===== config.mk =====
export PLATFORM = sky130hd
export DESIGN_NAME = mem_arbiter
export DESIGN_NICKNAME = d
export VERILOG_FILES = /design/src/logic/mem_cfg_pkg.sv /design/src/logic/mem_bus_pkg.sv /design/src/logic/mem_arbiter.sv
export SDC_FILE = /design/constraint.sdc
export NUM_CORES = 1
export LEC_CHECK = 0
export CORE_AREA = 4 4 87 89
export CTS_BUF_LIST = sky130_fd_sc_hd__clkbuf_4 sky130_fd_sc_hd__clkbuf_8
export DETAILED_ROUTE_END_ITERATION = 6
export DIE_AREA = 0 0 91 93
export DONT_BUFFER_PORTS = 1
export PLACE_DENSITY = 0.61
export SETUP_SLACK_MARGIN = 0.1
export SLEW_MARGIN = 5
export SYNTH_ARGS = -nofsm -noshare
export SYNTH_HDL_FRONTEND = slang
export SYNTH_SLANG_ARGS = --single-unit

===== constraint.sdc =====
create_clock -name clk -period 3.3 [get_ports clk]
set_input_delay 0.165 -clock clk [delete_from_list [all_inputs] [get_ports clk]]
set_output_delay 0.165 -clock clk [all_outputs]
set_load 0.005 [all_outputs]

===== src/logic/mem_cfg_pkg.sv =====
// ~~~~~~~~~~~~~~~~~~~~~~~~~~~~~~~~~~~~~~~~~~~~~~~~~~~~~~~~~~~~~~~~~~~~
// Memory configuration package
// Word and address widths of the shared RAM, and the depth that
// follows from the address width
// ~~~~~~~~~~~~~~~~~~~~~~~~~~~~~~~~~~~~~~~~~~~~~~~~~~~~~~~~~~~~~~~~~~~~

package mem_cfg_pkg;

    localparam int WORD_W = 32;    // Bits per memory word
    localparam int ADDR_W = 10;    // Word address bits

    // One memory word
    typedef logic [WORD_W-1:0] word_t;

    // Word address, no byte offset
    typedef logic [ADDR_W-1:0] addr_t;

    // Every address value maps to one word
    localparam int MEM_DEPTH = 1 << ADDR_W;

endpackage


===== src/logic/mem_bus_pkg.sv =====
// ~~~~~~~~~~~~~~~~~~~~~~~~~~~~~~~~~~~~~~~~~~~~~~~~~~~~~~~~~~~~~~~~~~~~
// Memory bus package
// Requester command struct, grant port select and arbiter FSM states
// ~~~~~~~~~~~~~~~~~~~~~~~~~~~~~~~~~~~~~~~~~~~~~~~~~~~~~~~~~~~~~~~~~~~~

package mem_bus_pkg;

    // Command held by a requester from req rise until ack falls
    typedef struct packed {
        mem_cfg_pkg::addr_t addr;     // Target word
        mem_cfg_pkg::word_t wdata;    // Store data, ignored on a read
        logic               write;    // 1 = write, 0 = read
    } mem_req_t;

    // Port holding or last holding the grant
    typedef enum logic {
        PORT_A = 1'b0,
        PORT_B = 1'b1
    } port_sel_t;

    // Arbiter handshake FSM
    typedef enum logic [1:0] {
        ST_IDLE    = 2'd0,    // Waiting for a req
        ST_ACCESS  = 2'd1,    // RAM enables high
        ST_RESP    = 2'd2,    // Ack high until req drops
        ST_RELEASE = 2'd3     // Ack low, one cycle before idle
    } arb_state_t;

endpackage


===== src/logic/mem_arbiter.sv =====
// ~~~~~~~~~~~~~~~~~~~~~~~~~~~~~~~~~~~~~~~~~~~~~~~~~~~~~~~~~~~~~~~~~~~~
// Two-port round-robin arbiter for the shared RAM
// Runs a four-phase req/ack handshake per port, one RAM access per
// request, returns the RAM output with the ack
// ~~~~~~~~~~~~~~~~~~~~~~~~~~~~~~~~~~~~~~~~~~~~~~~~~~~~~~~~~~~~~~~~~~~~

module mem_arbiter (
    input  logic                  clk,
    input  logic                  i_rst,

    // Requester ports
    input  logic                  i_req_a,
    input  logic                  i_req_b,
    input  mem_bus_pkg::mem_req_t i_cmd_a,
    input  mem_bus_pkg::mem_req_t i_cmd_b,
    output logic                  o_ack_a,
    output logic                  o_ack_b,
    output mem_cfg_pkg::word_t    o_rdata_a,
    output mem_cfg_pkg::word_t    o_rdata_b,

    // RAM side
    output mem_cfg_pkg::addr_t    o_mem_addr,
    output mem_cfg_pkg::word_t    o_mem_din,
    output logic                  o_mem_wen,
    output logic                  o_mem_ren,
    input  mem_cfg_pkg::word_t    i_mem_dout
);

    mem_bus_pkg::arb_state_t state;
    mem_bus_pkg::port_sel_t  grant;       // Port being served
    mem_bus_pkg::port_sel_t  last_srv;    // Port served most recently

    mem_bus_pkg::port_sel_t  pick;        // Winner if sampled in idle
    mem_bus_pkg::mem_req_t   pick_cmd;    // Winner's command
    logic                    any_req;
    logic                    gnt_req;     // Req of the granted port
    logic                    gnt_ack;     // Ack of the granted port

    assign any_req = i_req_a | i_req_b;

    // Round-robin pick, both high gives the port not served last
    always_comb begin
        if (i_req_a && i_req_b) begin
            pick = (last_srv == mem_bus_pkg::PORT_A) ? mem_bus_pkg::PORT_B
                                                     : mem_bus_pkg::PORT_A;
        end else if (i_req_a) begin
            pick = mem_bus_pkg::PORT_A;
        end else begin
            pick = mem_bus_pkg::PORT_B;
        end
    end

    assign pick_cmd = (pick == mem_bus_pkg::PORT_A) ? i_cmd_a : i_cmd_b;

    assign gnt_req = (grant == mem_bus_pkg::PORT_A) ? i_req_a : i_req_b;
    assign gnt_ack = (grant == mem_bus_pkg::PORT_A) ? o_ack_a : o_ack_b;

    // Control FSM
    always_ff @(posedge clk) begin
        if (i_rst) begin
            state     <= mem_bus_pkg::ST_IDLE;
            grant     <= mem_bus_pkg::PORT_A;
            last_srv  <= mem_bus_pkg::PORT_B;    // Port A wins first contention
            o_ack_a   <= 1'b0;
            o_ack_b   <= 1'b0;
            o_mem_wen <= 1'b0;
            o_mem_ren <= 1'b0;
        end else begin
            case (state)
                mem_bus_pkg::ST_IDLE: begin
                    if (any_req) begin
                        grant     <= pick;
                        last_srv  <= pick;
                        o_mem_wen <= pick_cmd.write;
                        o_mem_ren <= 1'b1;    // Also on writes, stored word returns
                        state     <= mem_bus_pkg::ST_ACCESS;
                    end
                end

                mem_bus_pkg::ST_ACCESS: begin
                    // Enables were high for this one cycle only
                    o_mem_wen <= 1'b0;
                    o_mem_ren <= 1'b0;
                    state     <= mem_bus_pkg::ST_RESP;
                end

                mem_bus_pkg::ST_RESP: begin
                    if (!gnt_ack) begin
                        // RAM output now valid, ack the granted port
                        o_ack_a <= (grant == mem_bus_pkg::PORT_A);
                        o_ack_b <= (grant == mem_bus_pkg::PORT_B);
                    end else if (!gnt_req) begin
                        // Requester done, drop ack
                        o_ack_a <= 1'b0;
                        o_ack_b <= 1'b0;
                        state   <= mem_bus_pkg::ST_RELEASE;
                    end
                    // Req still high holds ack, other port waits
                end

                mem_bus_pkg::ST_RELEASE: begin
                    state <= mem_bus_pkg::ST_IDLE;
                end

                default: begin
                    state <= mem_bus_pkg::ST_IDLE;
                end
            endcase
        end
    end

    // Address and write data, loaded with the grant
    always_ff @(posedge clk) begin
        if (state == mem_bus_pkg::ST_IDLE && any_req) begin
            o_mem_addr <= pick_cmd.addr;
            o_mem_din  <= pick_cmd.wdata;
        end
    end

    // RAM output holds until the next access, valid on the acked port
    assign o_rdata_a = i_mem_dout;
    assign o_rdata_b = i_mem_dout;

endmodule


==> metrics.json <==
{
  "dieHeight_um": 93,
  "ys_types": 30,
  "drt-total-wl_mm": 5.32,
  "max_freq_mhz": 512,
  "post_synth_and_or_nand_nor_area_fraction": 0.0483,
  "global_placer_s_final_weighted_congestion": 0.650,
  "dominantRegCellSynth": "sky130_fd_sc_hd__edfxtp_1",
  "critPathLaunchType": "register",
  "tritoncts.num_buffers": 5,
  "post_synth_fa_ha_maj_area_fraction": 0.0186,
  "yosys_warnings": 0,
  "synth_most_common_cell": "sky130_fd_sc_hd__buf_4",
  "p_per_area_nw_per_um2": 758,
  "synth.ff_latch_count": 50,
  "clockBufferDepth": 2,
  "worstHoldStart": "i_cmd_a[22]",
  "timing.hold.worst.class": "input pin to register",
  "detailedRoute.firstPassIterationCount": 4,
  "xor_xnor_portion_of_the_synthesized_cell_area": 0,
  "timing_worst_slew_pin_value_ns": 1.07,
  "worstHoldPathCells": 1,
  "hold_path_end": "o_mem_din[21]",
  "fp.dieW_um": 91,
  "place.detailed.instances": 217,
  "worst-path-max-fanout": 44,
  "timing.critical_path.arrival_ns": 1.88,
  "finish.net_count": 271,
  "ant_nets": 0,
  "synth.top_cells.by_area": "sky130_fd_sc_hd__edfxtp_1, sky130_fd_sc_hd__buf_4, sky130_fd_sc_hd__mux2_2, sky130_fd_sc_hd__dfxtp_1, sky130_fd_sc_hd__ha_1",
  "mappedNetlistNets": 333,
  "grt_pass1_vias": 1314,
  "run_status": "complete, no violations",
  "required_ns": 3.22,
  "clock-root-buffer": "sky130_fd_sc_hd__clkbuf_8",
  "reg2regPathDepth": 3,
  "finalHoldViolations": 0,
  "initial_utilization": 0.399,
  "dieArea_um2": 8460,
  "synth_common_cells": "sky130_fd_sc_hd__buf_4, sky130_fd_sc_hd__edfxtp_1, sky130_fd_sc_hd__mux2_2, sky130_fd_sc_hd__dfxtp_1, sky130_fd_sc_hd__nor2_1",
  "clkLatencyLatePin_ns": 0.30,
  "synth_area_um2": 2700,
  "grt_overflow_total": 0,
  "htree_num_levels": 2,
  "gr_usage_total": 0.116,
  "io_buffers": 0,
  "totalPowerFinal_mw": 1.81,
  "clkTransAtPathRegs_ns": 0.09,
  "rows": 30,
  "finalClockSkew_ns": 0.00325,
  "post_cts_setup_buffer_count": 0,
  "post-route-drc-count": 0,
  "synth_edf_count": 42,
  "asyncSetResetFlopFracSynth": 0,
  "critical-path-max-stage-delay_ns": 0.86,
  "grt_start_max_net_pins": 45,
  "viasPerCell": 5.54,
  "number_of_antenna_diodes": 0,
  "synthesis.area_per_instance_um2": 13.0,
  "grt_setup_unrepaired": "false",
  "worst_setup_path_end_kind": "register",
  "numClockSinks": 50,
  "finish.cell_count_without_fillers": 226,
  "min_period_over_period": 0.592,
  "place_area_um2": 2280,
  "yosys.area.top_type": "sky130_fd_sc_hd__edfxtp_1",
  "ff2ff_setup_slack_ns": 1.35,
  "fin_crit_ns": 1.95,
  "setup_viol_count_final": 0,
  "setup-tns-final_ns": 0,
  "synth_largest_type_area_fraction": 0.468,
  "ir_drop_v": 0.000345,
  "final_max_slew_viol_count": 0,
  "power.static_leakage_nw": 0.800,
  "num_io_pins": 232,
  "r2r-end": "o_mem_din[11]",
  "crit_slowest_cell": "sky130_fd_sc_hd__o21a_2",
  "grt_antenna_before_repair": 0,
  "worst_r2r_startpoint": "state[0]",
  "detail_route.wl_per_cell_um": 23.5,
  "vias": 1251,
  "worstPathCellList": "inv_1 > ha_1 > o21a_2",
  "final_layout_size_suffix_gt1_frac": 0.349,
  "timing.max_slew.rel_slack": 0.290,
  "fin_area_um2": 2380,
  "dominant_combinational_cell_family_by_area_after_synthesis": "buffers and inverters",
  "drt_iter0_markers": 17,
  "ys_seq_area_frac": 0.527,
  "design.core.area_um2": 6760,
  "cts_tree": "done",
  "max-cap-violations": 0,
  "post-route-util": 0.353,
  "syn_inst": 207,
  "synth.mux.area_fraction": 0.179,
  "grt_first_pass_wirelength_mm": 7.54,
  "area.growth.synth_to_final_pct": -11.6,
  "timing_worst_setup_path_type": "register to register",
  "post-dp-hpwl_mm": 4.21,
  "synth-compound-area-share": 0.0316
}
critical path: cells and delay by family, from the launching register on:
family | cells | cell delay, ns
buf+inv | 1 | 0.11
flops | 1 | 0.33
fa+ha+maj | 1 | 0.24
compound gates | 1 | 0.86
state kept, by name, summed over array words and instances (netlist names):
| name | count |
|---|---|
| o_mem_addr | 10 |
| o_ack_b | 1 |
| o_ack_a | 1 |
| o_mem_din | 32 |
| o_mem_wen | 1 |
| last_srv | 1 |
| grant | 1 |
| o_mem_ren | 1 |
| state | 2 |
worst max-delay path by stage:
stage | to | slack, ns | startpoint | cells past startpoint
after floorplan | o_mem_addr[0] | 1.26 | state[0] | 3
after global placement | o_mem_din[22] | 1.46 | last_srv | 3
after detailed placement | o_mem_din[28] | 1.35 | state[0] | 3
after CTS | o_mem_din[31] | 1.33 | state[0] | 3
after global routing | grant | 1.22 | state[0] | 5
final | o_mem_din[11] | 1.35 | state[0] | 3
layout make-up:
type	count	area, um2
Timing Repair Buffer	1	10.0
Clock buffer	5	68.8
Multi-Input combinational cell	84	752
Sequential cell	50	1420
Tap cell	80	100
Clock inverter	3	21.3
Inverter	3	11.3
Fill cell	654	4370
report_power, final:
group          leakage, nW  total, mW  switching (mW)  internal [mW]
Clock               0.0441      0.354           0.204          0.149
Sequential           0.474       1.08           0.114          0.962
Combinational        0.282      0.377           0.235          0.142
Total                0.800       1.81           0.554           1.25
stage by stage:
stage | setup WS (ns) | hold WS (ns)
2_1_floorplan | 1.26 | 0.364
3_3_place_gp | 1.46 | 0.237
3_5_place_dp | 1.35 | 0.237
4_1_cts | 1.33 | 0.0571
5_1_grt | 1.22 | 0.0493
6_report | 1.35 | 0.0676
timing repair:
action,4_1_cts,5_1_grt
hold buffers,1,0
hold endpoints to repair,8,0
resized for setup,0,0
cells in the final DEF, fill, tap and decap left out:
cell type	Yosys	routed
sky130_fd_sc_hd__edfxtp_1	42	42
sky130_fd_sc_hd__mux2_2	39	39
sky130_fd_sc_hd__dfxtp_1	8	8
sky130_fd_sc_hd__nor2_1	7	7
sky130_fd_sc_hd__clkbuf_8	0	5
sky130_fd_sc_hd__o21ai_0	4	4
sky130_fd_sc_hd__ha_1	4	4
sky130_fd_sc_hd__mux2_1	3	3
sky130_fd_sc_hd__inv_1	3	3
sky130_fd_sc_hd__nor3_1	3	3
sky130_fd_sc_hd__nand2_1	4	3
sky130_fd_sc_hd__a21oi_1	3	3
sky130_fd_sc_hd__nand3b_1	2	2
sky130_fd_sc_hd__nor2b_1	2	2
sky130_fd_sc_hd__o21a_2	0	1
sky130_fd_sc_hd__nand2b_1	1	1
sky130_fd_sc_hd__nand2_2	0	1
sky130_fd_sc_hd__or3b_1	1	1
sky130_fd_sc_hd__nor3b_2	1	1
sky130_fd_sc_hd__a31oi_2	1	1
sky130_fd_sc_hd__nand3_1	1	1
sky130_fd_sc_hd__o211ai_1	1	1
sky130_fd_sc_hd__nor3b_1	1	1
sky130_fd_sc_hd__a22oi_1	1	1
sky130_fd_sc_hd__o31ai_1	1	1
sky130_fd_sc_hd__mux2i_1	1	1
sky130_fd_sc_hd__and3_1	1	1
sky130_fd_sc_hd__o21bai_1	1	1
sky130_fd_sc_hd__clkinv_4	0	1
sky130_fd_sc_hd__clkinv_2	0	1
sky130_fd_sc_hd__clkinvlp_4	0	1
sky130_fd_sc_hd__dlygate4sd3_1	0	1
kinds of logic (layout without fill, tap and decap cells):
family,after synthesis,after routing
buf+inv,73,12
flops,50,50
mux,43,43
simple gates,24,24
compound gates,13,13
fa+ha+maj,4,4
metal layers:
metal	GRT usage	vias to the layer above	part of all wire
met5	0	-	0
met4	0.0553	0	0.030
met3	0.0652	17	0.14
met2	0.213	138	0.53
met1	0.0999	555	0.30
li1	-	541	-
No activity file was read; power rests on OpenSTA's default activity.
